<file path="config.mk">
export PLATFORM = sky130hd
export DESIGN_NAME = req_queue
export DESIGN_NICKNAME = d
export VERILOG_FILES = /design/src/logic/axi_mem_pkg.sv /design/src/logic/req_queue.sv
export SDC_FILE = /design/constraint.sdc
export NUM_CORES = 1
export LEC_CHECK = 0
export BUFFER_PORTS_ARGS = -buffer_cell sky130_fd_sc_hd__buf_2
export CAP_MARGIN = 30
export CORE_AREA = 2 2 39 41
export CTS_CLUSTER_DIAMETER = 40
export DETAILED_ROUTE_END_ITERATION = 16
export DIE_AREA = 0 0 41 43
export PLACE_DENSITY = 0.66
export SLEW_MARGIN = 20
export SYNTH_ARGS = -nofsm -noshare
export SYNTH_HDL_FRONTEND = slang
export SYNTH_SLANG_ARGS = --single-unit
</file>
<file path="constraint.sdc">
create_clock -name clock -period 3.14 [get_ports clock]
set_input_delay 0.157 -clock clock [delete_from_list [all_inputs] [get_ports clock]]
set_output_delay 0.157 -clock clock [all_outputs]
set_load 0.01 [all_outputs]
</file>
<file path="src/logic/axi_mem_pkg.sv">
// AXI4 memory slave shared types and constants
package axi_mem_pkg;

	// bus widths
	localparam int addr_w = 32;
	localparam int data_w = 32;
	localparam int id_w   = 4;
	localparam int len_w  = 8; // beats minus one
	localparam int strb_w = 4;

	localparam int queue_depth = 4;
	localparam int queue_ptr_w = $clog2(queue_depth);

	// memory map
	localparam logic [addr_w-1:0] ram_base   = 32'h8000_0000;
	localparam int                ram_bytes  = 4096;
	localparam int                ram_idx_w  = $clog2(ram_bytes);
	localparam logic [addr_w-1:0] timer_base = 32'ha000_0048; // low word, high word at +4

	localparam logic [1:0] resp_okay = 2'b00;

	// any other burst code behaves as fixed
	typedef enum logic [1:0] {
		burst_fixed = 2'd0,
		burst_incr  = 2'd1
	} burst_t;

	typedef struct packed {
		logic [addr_w-1:0] addr;
		logic [id_w-1:0]   id;
		logic [len_w-1:0]  len;
		logic [2:0]        size; // log2 bytes per beat
		burst_t            burst;
	} axi_req_t;

	typedef struct packed {
		logic [data_w-1:0] data;
		logic [strb_w-1:0] strb;
		logic              last;
	} w_beat_t;

	typedef struct packed {
		logic [data_w-1:0] data;
		logic [id_w-1:0]   id;
		logic [1:0]        resp;
		logic              last;
	} r_beat_t;

	typedef struct packed {
		logic [id_w-1:0] id;
		logic [1:0]      resp;
	} b_resp_t;

	// address of beat idx within a burst
	function automatic logic [addr_w-1:0] beat_addr(axi_req_t req, logic [len_w-1:0] idx);
		if (req.burst == burst_incr)
			return req.addr + (addr_w'(idx) << req.size);
		return req.addr; // fixed and reserved codes
	endfunction

endpackage

</file>
<file path="src/logic/req_queue.sv">
// circular request queue
`timescale 1ns/1ps

module req_queue
	import axi_mem_pkg::*;
#(
	parameter type payload_t = logic
) (
	input  logic     clock,
	input  logic     reset,
	input  payload_t push_data,
	input  logic     push,
	output logic     ready,
	output payload_t head,
	output logic     not_empty,
	input  logic     pop
);

	payload_t slots [queue_depth]; // payload storage
	logic [queue_ptr_w-1:0] head_ptr;
	logic [queue_ptr_w-1:0] tail_ptr;
	logic [queue_ptr_w:0] count; // occupancy from 0 up to depth

	function automatic logic [queue_ptr_w-1:0] wrap_inc(logic [queue_ptr_w-1:0] ptr);
		return (ptr == queue_ptr_w'(queue_depth - 1)) ? '0 : ptr + 1'b1;
	endfunction

	assign ready     = (count != (queue_ptr_w + 1)'(queue_depth)); // not full
	assign not_empty = (count != '0);
	assign head      = slots[head_ptr];

	always_ff @(posedge clock) begin
		if (reset) begin
			head_ptr <= '0;
			tail_ptr <= '0;
			count    <= '0;
		end else begin
			if (push)
				tail_ptr <= wrap_inc(tail_ptr);
			if (pop)
				head_ptr <= wrap_inc(head_ptr);
			case ({push, pop})
				2'b10:   count <= count + 1'b1;
				2'b01:   count <= count - 1'b1;
				default: count <= count; // both or neither
			endcase
		end
	end

	always_ff @(posedge clock) begin
		if (push)
			slots[tail_ptr] <= push_data;
	end

	// callers gate push and pop with the flags
	assert property (@(posedge clock) disable iff (reset) push |-> ready)
		else $error("req_queue push while full");
	assert property (@(posedge clock) disable iff (reset) pop |-> not_empty)
		else $error("req_queue pop while empty");

endmodule

</file>
==> impl_metrics.json <==
{
  "viasPerCell": 4.772,
  "end_kind": "flip-flop",
  "dp_hpwl_um": 604.1,
  "clock_skew_ps": 1.931,
  "ys_warn_count": 0,
  "cts_max_level": 1,
  "fp-row-count": 14,
  "async_flop_share_pct": 0,
  "intPower_uw": 265.6,
  "tns_ps": 0,
  "rsz0062_at_grt": "false",
  "vias": 377,
  "cts_root_buf": "clkbuf_4",
  "ys.flop_type": "dfxtp_1",
  "power_frac_comb_pct": 16.4,
  "antenna_cells": 0,
  "finalHoldViolations": 0,
  "core_mm2": 0.001384,
  "numClockSinks": 13,
  "final_util_pct": 48.37,
  "dp_slack_ps": 1473,
  "initial_core_util_pct": 42.50,
  "dpl.cell_count": 75,
  "setup_slack_ps": 1577,
  "worst_slew_pin_slew_ps": 164.3,
  "wl_um": 807,
  "grt_max_degree": 8,
  "overflow": 0,
  "drive_gt1_share_pct": 17.46,
  "outcome": "finished, final reports clean",
  "yosysTopAreaCell": "dfxtp_1",
  "cp.arrival_ps": 1780,
  "setup_viol": 0,
  "die_w_um": 41,
  "slew_viol_final": 0,
  "timing.fmax_ghz": 0.6397,
  "grtUsageTotal_pct": 12.07,
  "p_per_area_mw_per_mm2": 541.9,
  "syn_area_per_cell_um2": 11.31,
  "stdcell_count": 79,
  "antenna_found_initial": 0,
  "nNetsFinal": 76,
  "period_needed_ps": 1563,
  "clk_path_buf_depth": 2,
  "synth_common_cells": "9 x dfxtp_1, 8 x nor2_1, 6 x ha_1, 6 x inv_1",
  "switchingPower_uw": 97.20,
  "slowest_stage": "fa_1",
  "drtAntennaViolNets": 0,
  "ys_seq_area_share_pct": 51.06,
  "cts_setup_buffers": 0,
  "leakage_uw": 0.0002929,
  "wl_per_cell_um": 10.22,
  "worst_ep_required_time_ps": 3360,
  "hp-class": "input port to flip-flop",
  "cts_tree": "done",
  "total_power_uw": 362.8,
  "synth_area_um2": 588.1,
  "start_kind": "flip-flop",
  "grt_pass1_wl_um": 1255,
  "io_buffers": 7,
  "finalCritPeriodShare_pct": 49.78,
  "switching_share_pct": 26.79,
  "cts_resized": 0,
  "hold_buffers": 0,
  "ir_worst_vdd_v": 0.0002113,
  "cp_slowest_stage_delay_ps": 440,
  "firstDrtPassIters": 4,
  "clkPwrFrac_pct": 29.4,
  "crit_type": "flip-flop to flip-flop",
  "syn-num-nets": 64,
  "slew_headroom_pct": 89.03,
  "dieHeight_um": 43,
  "drc": 0,
  "clkLatencyLatePin_ps": 280,
  "cp_cell_sequence": "inv_1 > fa_1 > xor2_1 > or3_1 > a21oi_1",
  "routabilityCongestion": 0.7022,
  "syn_to_final_growth_pct": 13.83,
  "ys_types": 15,
  "seqPwrFrac_pct": 54.2,
  "synth_edf_count": 4,
  "path_clk_slew_ps": 80,
  "maxCapViolCount": 0,
  "dieArea_mm2": 0.001763,
  "numCtsBuffers": 3,
  "grt_pass1_vias": 340,
  "critPathMaxFanout": 3,
  "first_iter_violations": 20,
  "synthTopCellsByArea": "dfxtp_1 31%, edfxtp_1 20%, ha_1 13%, mux2i_1 5.1%, nor2_1 5.1%",
  "synth_top_area_share_pct": 30.64,
  "yosys_register_bits": 13,
  "synthMostInstantiatedCell": "dfxtp_1",
  "syn_inst": 52,
  "ios": 8
}
-- power by group through the flow --
stage / Clock, µW / Sequential (µW) / Combinational (µW)
2_1_floorplan: 0 / 198 / 42.8
3_3_place_gp: 0 / 200 / 58.9
3_5_place_dp: 0 / 201 / 60.2
4_1_cts: 110 / 197 / 60.8
5_1_grt: 114 / 199 / 69.2
6_report: 107 / 197 / 59.6
-- layout make-up --
class,instances,area [µm²]
clock buffers,4,26.28
repair buffers,7,35.03
fillers,120,714.4
multi-input cells,33,265.3
flip-flops and latches,13,300.3
inverters,6,22.52
well taps,16,20.02
-- critical path, delay by kind of cell, from the launching register on --
family                   cells  cell delay [ps]
AO/OA/AOI/OAI                1              140
AND/OR/NAND/NOR              1              310
XOR/XNOR                     1              160
buffers and inverters        1               90
flip-flops                   1              370
adder cells (fa/ha/maj)      1              440
-- per-stage QoR --
stage               hold slack [ps]  instance area [µm²]
detailed placement            381.6                643.1
global placement              376.1                643.1
CTS                           81.80                669.4
finish                        90.98                669.4
floorplan                     226.1                588.1
global route                  81.29                669.4
-- worst paths after layout --
kind	startpoint	end	slack (ps)	cells past startpoint
max	count[0]	count[2]	1580	5
min	push_data	slots[3]	90	1
max reg2reg	count[0]	count[2]	1580	5
min reg2reg	count[2]	count[2]	510	2
-- routing by layer --
layer | global-route usage, % | up-vias | wire, µm
met1 | 11.63 | 172 | 372
met3 | 4.712 | 5 | 23
met2 | 15.94 | 7 | 354
met4 | 16.00 | 0 | 57
met5 | 0 | - | 0
li1 | - | 193 | -
-- cells in the final DEF, fill, tap and decap left out, types with 2 or more instances in the layout --
cell type / instances
dfxtp_1: 9
nor2_1: 8
buf_2: 7
inv_1: 6
ha_1: 6
and2_1: 4
edfxtp_1: 4
mux2i_1: 3
a21oi_1: 3
clkbuf_4: 3
or3_1: 2
xor2_1: 2
-- cell families (layout without fill, tap and decap cells) --
kind of cell | after synthesis | after routing | share of synthesized area, %
compound gates | 4 | 4 | 3.403
xor+xnor | 2 | 2 | 2.979
fa+ha+maj | 7 | 7 | 16.17
buf+inv | 6 | 17 | 3.830
flops | 13 | 13 | 51.06
mux | 4 | 4 | 8.936
simple gates | 16 | 16 | 13.62
Power figures use the tool's default switching activity.
