## src/logic/axi_mem_pkg.sv

```systemverilog
// AXI4 memory slave shared types and constants
package axi_mem_pkg;

	// bus widths
	localparam int addr_w = 32;
	localparam int data_w = 32;
	localparam int id_w   = 4;
	localparam int len_w  = 8; // beats minus one
	localparam int strb_w = 4;

	localparam int queue_depth = 4;
	localparam int queue_ptr_w = $clog2(queue_depth);

	// memory map
	localparam logic [addr_w-1:0] ram_base   = 32'h8000_0000;
	localparam int                ram_bytes  = 4096;
	localparam int                ram_idx_w  = $clog2(ram_bytes);
	localparam logic [addr_w-1:0] timer_base = 32'ha000_0048; // low word, high word at +4

	localparam logic [1:0] resp_okay = 2'b00;

	// any other burst code behaves as fixed
	typedef enum logic [1:0] {
		burst_fixed = 2'd0,
		burst_incr  = 2'd1
	} burst_t;

	typedef struct packed {
		logic [addr_w-1:0] addr;
		logic [id_w-1:0]   id;
		logic [len_w-1:0]  len;
		logic [2:0]        size; // log2 bytes per beat
		burst_t            burst;
	} axi_req_t;

	typedef struct packed {
		logic [data_w-1:0] data;
		logic [strb_w-1:0] strb;
		logic              last;
	} w_beat_t;

	typedef struct packed {
		logic [data_w-1:0] data;
		logic [id_w-1:0]   id;
		logic [1:0]        resp;
		logic              last;
	} r_beat_t;

	typedef struct packed {
		logic [id_w-1:0] id;
		logic [1:0]      resp;
	} b_resp_t;

	// address of beat idx within a burst
	function automatic logic [addr_w-1:0] beat_addr(axi_req_t req, logic [len_w-1:0] idx);
		if (req.burst == burst_incr)
			return req.addr + (addr_w'(idx) << req.size);
		return req.addr; // fixed and reserved codes
	endfunction

endpackage

```

## src/logic/write_engine.sv

```systemverilog
// write burst engine, AW queue and W channel to memory and B queue
`timescale 1ns/1ps

module write_engine
	import axi_mem_pkg::*;
(
	input  logic              clock,
	input  logic              reset,
	input  axi_req_t          req,
	input  logic              req_valid,
	output logic              req_pop,
	input  w_beat_t           w,
	input  logic              w_valid,
	output logic              w_ready,
	output logic [addr_w-1:0] wr_addr,
	output logic [data_w-1:0] wr_data,
	output logic [strb_w-1:0] wr_strb,
	output logic              wr_en,
	output logic              b_push,
	output b_resp_t           b_data,
	input  logic              b_ready
);

	axi_req_t cur;
	logic active; // holding a request
	logic [len_w-1:0] cnt; // beat index within burst
	logic last_beat;
	logic take;

	assign last_beat = (cnt == cur.len);
	// stall W when there is no room for the response
	assign w_ready = active && b_ready;
	assign wr_en   = w_valid && w_ready; // W handshake
	// next request taken as the last beat lands
	assign take    = req_valid && (!active || (wr_en && last_beat));
	assign req_pop = take;

	// same stepping rule as reads
	assign wr_addr = beat_addr(cur, cnt);
	assign wr_data = w.data;
	assign wr_strb = w.strb;

	assign b_push      = wr_en && last_beat;
	assign b_data.id   = cur.id;
	assign b_data.resp = resp_okay;

	always_ff @(posedge clock) begin
		if (reset) begin
			active <= 1'b0;
			cnt    <= '0;
		end else if (take) begin
			active <= 1'b1;
			cnt    <= '0;
		end else if (wr_en) begin
			if (last_beat) begin
				active <= 1'b0; // burst finished
				cnt    <= '0;
			end else begin
				cnt <= cnt + 1'b1;
			end
		end
	end

	always_ff @(posedge clock) begin
		if (take)
			cur <= req;
	end

	// master's wlast has to agree with the AW length
	assert property (@(posedge clock) disable iff (reset) wr_en |-> (w.last == last_beat))
		else $error("wlast does not match burst length");

endmodule

```

## config.mk

```make
export PLATFORM = sky130hd
export DESIGN_NAME = write_engine
export DESIGN_NICKNAME = d
export VERILOG_FILES = /design/src/logic/axi_mem_pkg.sv /design/src/logic/write_engine.sv
export SDC_FILE = /design/constraint.sdc
export NUM_CORES = 1
export LEC_CHECK = 0
export BUFFER_PORTS_ARGS = -buffer_cell sky130_fd_sc_hd__buf_2
export CAP_MARGIN = 15
export CELL_PAD_IN_SITES_DETAIL_PLACEMENT = 1
export CELL_PAD_IN_SITES_GLOBAL_PLACEMENT = 1
export CORE_MARGIN = 2
export CORE_UTILIZATION = 36
export CTS_CLUSTER_DIAMETER = 120
export CTS_CLUSTER_SIZE = 30
export DETAILED_ROUTE_END_ITERATION = 6
export HOLD_SLACK_MARGIN = 0.08
export PLACE_DENSITY = 0.9
export SLEW_MARGIN = 20
export SYNTH_ARGS = -nofsm -noshare
export SYNTH_HDL_FRONTEND = slang
export SYNTH_SLANG_ARGS = --single-unit
```

## constraint.sdc

```tcl
create_clock -name clock -period 5.6 [get_ports clock]
set_input_delay 0.56 -clock clock [delete_from_list [all_inputs] [get_ports clock]]
set_output_delay 0.56 -clock clock [all_outputs]
set_load 0.1 [all_outputs]
```

==> flow_summary.ini <==
[detailed_routing]
wl_per_cell_um = 17.4
vias_per_cell = 5.25
wl_um = 10300
firstDrtPassIters = 4
ant_nets = 0
drcViolationCount = 0
vias = 3099
drtIter0Drc = 140

[sta]
setup_viol = 0
worstMarginPinSlew_ns = 0.730
period_share_pct = 84.0
clock_skew_ns = 0.0135
finalSetupTns_ns = 0
slew_viol_final = 0
hold_violations = 0
relSlewSlack_pct = 51.0
hold_ws_ns = 0.383
layout_min_cycle_time_ns = 4.70
max_freq_mhz = 213
rsz0062_at_grt = no

[floorplanning]
num_rows = 38
die_area_um2 = 11800
die_x_um = 108
start_util_pct = 36.5
core_area_um2 = 10700
chipHeight_um = 108
pin_count = 169

[synth]
synthTopCellsByArea = edfxtp_1 (37%), buf_4 (8.2%), ha_1 (5.1%)
synthFlopType = edfxtp_1
ys_warn_count = 0
synth-seq-cells = 58
synth_area_um2 = 3930
netlist_top_cells_count = nand2_1 (51), edfxtp_1 (49), buf_4 (43)
synthArstFlopShare_pct = 0
yosysSeqAreaShare_pct = 42.1
yosysTopAreaCellShare_pct = 37.5
synth_edf_count = 49
syn_inst = 393
ys_types = 55
syn_avg_cell_area_um2 = 9.99
yosysTopAreaCell = edfxtp_1
synth.most_common_cell = nand2_1

[placement]
port_buffers = 93
dp_hpwl_um = 7800
gp_congestion = 0.852

[setup_path]
reg2reg_to = cur[24]$_DFFE_PP_
rr_worst_depth = 5
r2r_start = cnt[5]$_SDFFE_PP0P_
timing_worst_setup_path_type = reg -> out
crit_required_ns = 5.04
r2r_setup_slack_ns = 2.97
crit_path_start = cur[3]$_DFFE_PP_
critical_path.max_fanout = 13
cp-end-kind = output pin
arrival_ns = 4.14
crit_path_start_kind = register
cp-endpoint = wr_addr[30]

[clock_network]
hold_buffers = 0
cts_buffers = 9
cts_tree = done
clock_sinks = 58
insertion_delay_ns = 0.35
post-cts-setup-buffers = 0
clk_path_buf_depth = 2
root_buffer = clkbuf_8
cts_resized = 0
cts.clk_slew.worst_paths_ns = 0.08
htreeDepth = 3

[global_route]
grt_overflow = 0
grt_pass1_vias = 3413
grt_max_degree = 51
grt_use_total_pct = 18.1
grt_pass1_wl_um = 16400
grt_antenna_before_repair = 0

[power]
peakVddDrop_uv = 163
leakage_nw = 1.84
cellPowerDensity_nw_per_um2 = 274

[finish]
final_nets = 553
antenna_cells = 0
drive_gt1_share_pct = 28.9
syn2layout_area_growth_pct = 13.1

[min_path]
hp-class = in -> reg

[run]
drv_cap = 0

[status]
outcome = complete, no violations
[sequential cells by signal (all words and copies together), names as in the netlist]
name,cells
active,1
cur,45
b_data,4
cnt,8
[per-stage QoR]
step / setup WS (ns) / total power [mW] / util [%] / std cells / instance area (µm²)
4_1_cts: 0.906 / 1.23 / 41.3 / 590 / 4440
5_1_grt: 0.711 / 1.26 / 41.3 / 590 / 4440
2_1_floorplan: 0.275 / 0.848 / - / 394 / 3930
3_3_place_gp: 1.49 / 0.773 / 39.2 / 574 / 4220
6_report: 0.899 / 1.21 / 41.3 / 590 / 4440
3_5_place_dp: 1.32 / 0.781 / 39.2 / 574 / 4220
[layout by cell type, fill, tap and decap left out, drive strengths merged, types with 2 or more instances in the layout]
master / count
a211oi: 3
o211ai: 7
and3: 8
conb: 2
nor4: 3
ha: 16
a21o: 2
xor2: 17
o31ai: 4
xnor2: 22
a21boi: 4
o22ai: 5
nor2b: 3
edfxtp: 49
a21oi: 15
buf: 94
clkinv: 3
mux2: 5
mux2i: 8
nand4: 5
and2: 4
o21ai: 24
nand3: 9
o21bai: 2
o21a: 2
dfxtp: 9
nor2: 25
o2111ai: 4
nor3: 7
nand2b: 4
inv: 9
bufinv: 2
nand2: 51
clkbuf: 11
[where the power goes]
part	leakage [nW]	total (mW)	internal, mW	switching (mW)
combinational	1.19	0.260	0.0541	0.205
sequential	0.539	0.512	0.494	0.0177
clock	0.113	0.443	0.262	0.181
total	1.84	1.21	0.810	0.404
[layer usage]
| layer | up-vias | track usage (%) | wire [µm] |
|---|---|---|---|
| li1 | 1471 | - | - |
| met1 | 1489 | 20.2 | 4060 |
| met5 | - | 0 | 0 |
| met4 | 0 | 11.6 | 418 |
| met2 | 94 | 31.7 | 5220 |
| met3 | 45 | 3.07 | 553 |
[worst min path at each step]
stage                              startpoint             endpoint  slack [ns]  cells after the start
final                                 req[45]    cur[45]$_DFFE_PP_        0.38                      1
after global routing                  req[40]    cur[40]$_DFFE_PP_        0.37                      1
after CTS                             req[40]    cur[40]$_DFFE_PP_        0.37                      1
after detailed placement  active$_SDFFE_PP0P_  active$_SDFFE_PP0P_        0.58                      2
after global placement    active$_SDFFE_PP0P_  active$_SDFFE_PP0P_        0.55                      2
after floorplan           active$_SDFFE_PP0P_  active$_SDFFE_PP0P_        0.51                      2
[cell type report]
type | count | area [µm²]
inverters | 9 | 33.8
flip-flops and latches | 58 | 1650
multi-input cells | 273 | 1880
repair buffers | 94 | 473
clock inverters | 5 | 78.8
fillers | 1258 | 6310
well taps | 140 | 175
clock buffers | 11 | 141
[critical path, cell delays in order (launching register included)]
cell       delay [ns]
edfxtp_1         0.68
mux2_2           0.41
nand2_1          0.06
o21ai_0          0.10
and2_1           0.19
ha_1             0.44
nand4_1          0.17
or3_1            0.41
a2bb2oi_2        0.17
a21boi_4         0.27
o21ai_0          0.16
xnor2_1          0.25
buf_2            0.48
[logic make-up (layout without fill, tap and decap cells)]
family / Yosys count / in the layout / synth area share, %
xor+xnor: 39 / 39 / 8.70
buf+inv: 63 / 119 / 10.4
flops: 58 / 58 / 42.1
mux: 13 / 13 / 3.47
fa+ha+maj: 17 / 17 / 5.61
simple gates: 123 / 123 / 15.0
other cells: 1 / 2 / 0.0955
compound gates: 79 / 79 / 14.7
Note: power is estimated with default switching activity, not from simulation.
