### src/logic/axi_mem_pkg.sv
// AXI4 memory slave shared types and constants
package axi_mem_pkg;

	// bus widths
	localparam int addr_w = 32;
	localparam int data_w = 32;
	localparam int id_w   = 4;
	localparam int len_w  = 8; // beats minus one
	localparam int strb_w = 4;

	localparam int queue_depth = 4;
	localparam int queue_ptr_w = $clog2(queue_depth);

	// memory map
	localparam logic [addr_w-1:0] ram_base   = 32'h8000_0000;
	localparam int                ram_bytes  = 4096;
	localparam int                ram_idx_w  = $clog2(ram_bytes);
	localparam logic [addr_w-1:0] timer_base = 32'ha000_0048; // low word, high word at +4

	localparam logic [1:0] resp_okay = 2'b00;

	// any other burst code behaves as fixed
	typedef enum logic [1:0] {
		burst_fixed = 2'd0,
		burst_incr  = 2'd1
	} burst_t;

	typedef struct packed {
		logic [addr_w-1:0] addr;
		logic [id_w-1:0]   id;
		logic [len_w-1:0]  len;
		logic [2:0]        size; // log2 bytes per beat
		burst_t            burst;
	} axi_req_t;

	typedef struct packed {
		logic [data_w-1:0] data;
		logic [strb_w-1:0] strb;
		logic              last;
	} w_beat_t;

	typedef struct packed {
		logic [data_w-1:0] data;
		logic [id_w-1:0]   id;
		logic [1:0]        resp;
		logic              last;
	} r_beat_t;

	typedef struct packed {
		logic [id_w-1:0] id;
		logic [1:0]      resp;
	} b_resp_t;

	// address of beat idx within a burst
	function automatic logic [addr_w-1:0] beat_addr(axi_req_t req, logic [len_w-1:0] idx);
		if (req.burst == burst_incr)
			return req.addr + (addr_w'(idx) << req.size);
		return req.addr; // fixed and reserved codes
	endfunction

endpackage

### src/logic/read_engine.sv
// read burst engine, AR queue to R channel
`timescale 1ns/1ps

module read_engine
	import axi_mem_pkg::*;
(
	input  logic              clock,
	input  logic              reset,
	input  axi_req_t          req,
	input  logic              req_valid,
	output logic              req_pop,
	output logic [addr_w-1:0] rd_addr,
	input  logic [data_w-1:0] rd_data,
	output r_beat_t           r,
	output logic              r_valid,
	input  logic              r_ready
);

	axi_req_t cur; // request being served
	logic [len_w-1:0] cnt; // index of beat held in r
	logic [len_w-1:0] next_idx;
	logic step;
	logic done;
	logic load_new;

	assign next_idx = cnt + 1'b1;
	assign step     = r_valid && r_ready && !r.last; // beat taken, more to come
	assign done     = r_valid && r_ready && r.last;
	// new burst when idle or as the last beat leaves
	assign load_new = req_valid && (!r_valid || done);
	assign req_pop  = load_new;

	// first beat of the head request, else next beat of the current one
	assign rd_addr = load_new ? req.addr : beat_addr(cur, next_idx);

	always_ff @(posedge clock) begin
		if (reset) begin
			r_valid <= 1'b0;
			cnt     <= '0;
		end else if (load_new) begin
			r_valid <= 1'b1;
			cnt     <= '0;
		end else if (step) begin
			cnt <= next_idx;
		end else if (done) begin
			r_valid <= 1'b0;
		end
	end

	// beat payload, held under back-pressure
	always_ff @(posedge clock) begin
		if (load_new)
			cur <= req;
		if (load_new || step) begin
			r.data <= rd_data;
			r.id   <= load_new ? req.id : cur.id;
			r.resp <= resp_okay;
			r.last <= load_new ? (req.len == '0) : (next_idx == cur.len);
		end
	end

	assert property (@(posedge clock) disable iff (reset)
		r_valid && !r_ready |=> r_valid && $stable(r))
		else $error("R beat changed while stalled");

endmodule

### config.mk
export PLATFORM = sky130hd
export DESIGN_NAME = read_engine
export DESIGN_NICKNAME = d
export VERILOG_FILES = /design/src/logic/axi_mem_pkg.sv /design/src/logic/read_engine.sv
export SDC_FILE = /design/constraint.sdc
export NUM_CORES = 1
export LEC_CHECK = 0
export BUFFER_PORTS_ARGS = -buffer_cell sky130_fd_sc_hd__buf_2
export CAP_MARGIN = 20
export CORE_MARGIN = 1
export CORE_UTILIZATION = 55
export DETAILED_ROUTE_END_ITERATION = 6
export PLACE_DENSITY = 0.84
export SLEW_MARGIN = 25
export SYNTH_ARGS = -nofsm -noshare
export SYNTH_HDL_FRONTEND = slang
export SYNTH_SLANG_ARGS = --single-unit
### constraint.sdc
create_clock -name clock -period 6.3 [get_ports clock]
set_input_delay 0.315 -clock clock [delete_from_list [all_inputs] [get_ports clock]]
set_output_delay 0.315 -clock clock [all_outputs]
set_load 0.02 [all_outputs]
==> load_flow_metrics.sql <==
INSERT INTO impl_metrics (metric_group, metric, value, unit) VALUES
('logic_synthesis', 'count_of_distinct_cell_types_in_the_synthesized_netlist', '50', ''),
('routing', 'detailroute.via_count', '3948', ''),
('floorplan', 'die_w', '97.48', 'um'),
('placed_design', 'detailed_place_hpwl', '8150', 'um'),
('pwr', 'clkPwrFrac', '0.282', ''),
('floorplan', 'dieHeight', '97.48', 'um'),
('placed_design', 'post-place-cells', '708', ''),
('logic_synthesis', 'postSynth.asyncResetShare', '0', ''),
('logic_synthesis', 'synthesis.area', '5014', 'sq um'),
('status', 'run_status', 'finished, final reports clean', ''),
('floorplan', 'number_of_rows_in_the_core_area', '34', ''),
('pwr', 'power.internal', '980.8', 'uW'),
('logic_synthesis', 'syn_inst', '464', ''),
('global_route', 'grt_overflow_total', '0', ''),
('logic_synthesis', 'synth.yosys.seq_area_share', '0.5510', ''),
('floorplan', 'ios', '158', ''),
('worst_setup_path', 'setup.worst_path.start_class', 'register', ''),
('routing', 'routed_wl', '10730', 'um'),
('global_route', 'antenna_violations_before_repair', '0', ''),
('worst_setup_path', 'path_class', 'reg2out', ''),
('worst_setup_path', 'critical_path_required', '5.98', 'ns'),
('routing', 'drt.antenna.violating_nets', '0', ''),
('sta', 'worst_hold_slack', '0.1081', 'ns'),
('clock_network', 'hold_buffers', '0', ''),
('sta', 'timing.clock.skew', '0.01449', 'ns'),
('worst_setup_path', 'cp-startpoint', 'cnt[0]', ''),
('worst_setup_path', 'worst-path-max-fanout', '9', ''),
('sta', 'layout_min_cycle_time', '4.833', 'ns'),
('clock_network', 'insertion_delay', '0.37', 'ns'),
('floorplan', 'coreArea', '8763', 'sq um'),
('cells_and_area', 'non_filler_cell_area_final', '6057', 'sq um'),
('logic_synthesis', 'synth_flop_cell', 'edfxtp_1', ''),
('worst_setup_path', 'critPathCaptureType', 'output pin', ''),
('flow_run', 'drv.max_cap_violation_count', '0', ''),
('worst_setup_path', 'worst-r2r-setup-slack', '3.61', 'ns'),
('logic_synthesis', 'synth-warning-count', '0', ''),
('placed_design', 'dp_worst_setup_slack', '1.903', 'ns'),
('sta', 'timing.final.crit_share', '0.7672', ''),
('global_route', 'grt_start_max_net_pins', '69', ''),
('min_path', 'hold_path.class', 'in2reg', ''),
('worst_setup_path', 'arrival', '4.52', 'ns'),
('sta', 'rsz0062_at_grt', 'no', ''),
('placed_design', 'place_area', '5859', 'sq um'),
('global_route', 'globalRouteTotalUtil', '0.2269', ''),
('clock_network', 'clock_tree_from_tritoncts', 'done', ''),
('sta', 'max_slew.worst_pin.slew', '0.8024', 'ns'),
('logic_synthesis', 'synth-edff-count', '86', ''),
('min_path', 'critical_hold_path_startpoint', 'rd_data[9]', ''),
('cells_and_area', 'n_antenna_cell', '0', ''),
('clock_network', 'post_cts.repair.setup_buffers', '0', ''),
('pwr', 'comb_power_share', '0.180', ''),
('clock_network', 'cts.path.max_buffers', '2', ''),
('pwr', 'seq_power_share', '0.539', ''),
('pwr', 'cellLeakagePower', '2.503', 'nW'),
('pwr', 'net-switching-power', '421.4', 'uW'),
('worst_setup_path', 'worstReg2RegStart', 'r[0]', ''),
('sta', 'tns_setup', '0', 'ns'),
('sta', 'worst_slack', '1.467', 'ns'),
('sta', 'report.final.setup_viol', '0', ''),
('cells_and_area', 'flow.area_growth_from_synthesis', '20.81', '%'),
('sta', 'max_freq', '206.9', 'MHz'),
('routing', 'drt-vias-per-instance', '5.453', ''),
('cells_and_area', 'finish.utilization', '0.6912', ''),
('clock_network', 'clock_sinks', '95', ''),
('floorplan', 'floorplan.initialDensity', '0.5721', ''),
('global_route', 'grt_pass1_vias', '3682', ''),
('sta', 'slew_headroom', '0.4651', ''),
('placed_design', 'numPortBuffers', '155', ''),
('logic_synthesis', 'ys_seq_elements', '95', ''),
('cells_and_area', 'final_net_count', '713', ''),
('clock_network', 'post_cts_resized', '0', '');
[routing by layer]
metal / vias to the layer above / global-route usage / wire (um)
met1: 1803 / 0.2914 / 4667
met5: - / 0 / 0
li1: 1984 / - / -
met4: 0 / 0.07127 / 227
met2: 140 / 0.3765 / 5094
met3: 21 / 0.05971 / 736
[cells by family after synthesis]
kind of cell             after synthesis  share of synthesized area
AND/OR/NAND/NOR                      157                     0.1465
AO/OA/AOI/OAI                         99                     0.1178
flip-flops                            95                     0.5510
XOR/XNOR                              48                    0.08385
buffers and inverters                 32                    0.02595
adder cells (fa/ha/maj)               17                    0.04392
multiplexers                          15                    0.03020
other                                  1                  0.0007480
[final cells by class]
type,instances,area (sq um)
clock buffers,9,123.9
inverters,8,31.28
repair buffers,159,805.8
well taps,108,135.1
flip-flops and latches,95,2763
multi-input cells,338,2125
fillers,683,2706
clock inverters,7,73.82
[power by group through the flow]
| stage | sequential (mW) | combinational [mW] | clock [mW] |
|---|---|---|---|
| after floorplan | 0.788 | 0.142 | 0 |
| after global placement | 0.768 | 0.247 | 0 |
| after detailed placement | 0.770 | 0.252 | 0 |
| after CTS | 0.756 | 0.253 | 0.402 |
| after global routing | 0.760 | 0.275 | 0.424 |
| final | 0.755 | 0.252 | 0.395 |
[flip-flops by register name, indices dropped and copies added (netlist names)]
register and cells:
cur 49, r 37, cnt 8, r_valid 1
[cell usage after synthesis, types with 4 or more instances]
cell type,number,area (sq um)
o211ai_1,6,45.04
a21oi_1,33,165.2
nor3_1,10,50.05
nor2b_1,6,37.54
o22ai_1,4,25.02
xor2_1,35,306.5
nand3_1,13,65.06
dfxtp_1,9,180.2
ha_1,16,200.2
edfxtp_1,86,2582
xnor2_1,13,113.9
nand4_1,8,50.05
nor2_1,39,146.4
a21o_1,5,37.54
and3_1,4,25.02
clkbuf_1,18,67.56
inv_1,8,30.03
nand2_1,56,210.2
nand2b_1,4,25.02
and2_1,4,25.02
o21ai_0,34,170.2
mux2i_1,14,140.1
a31oi_1,4,25.02
[final timing paths]
path / to / depth (start not counted)
min: r[16] / 1
max reg2reg: r[0] / 7
min reg2reg: r[6] / 2
max: rd_addr[29] / 18
[worst max-delay path, stage by stage (launching register included)]
cell and delay (ns):
dfxtp_1 0.51, nand3_1 0.20, nor2_1 0.31, nand3_1 0.15, xnor2_1 0.38, nor2_1 0.07, a21oi_1 0.21, mux2i_1 0.13
mux2i_1 0.16, ha_1 0.21, and2_1 0.18, nand2_1 0.12, o22ai_1 0.27, o21ai_0 0.17, a21boi_2 0.37, o21ai_0 0.16
xor2_1 0.16, o21ai_0 0.18, buf_2 0.21
[cells in the final DEF, fill, tap and decap left out, drive strengths merged, types with 3 or more instances in the layout]
cell type,instances
nor2b,6
o21ai,35
nand2b,4
a21oi,33
o22ai,4
and4,3
and3,5
xnor2,13
inv,10
buf,159
ha,16
and2,4
clkbuf,9
nand4,8
o211ai,6
dfxtp,9
a21o,5
mux2i,14
nor4,3
or3,3
nand3,13
nand2,56
a31oi,4
nor3,10
nor2,39
xor2,35
clkinv,3
edfxtp,86
(Power assumes the default switching activity.)
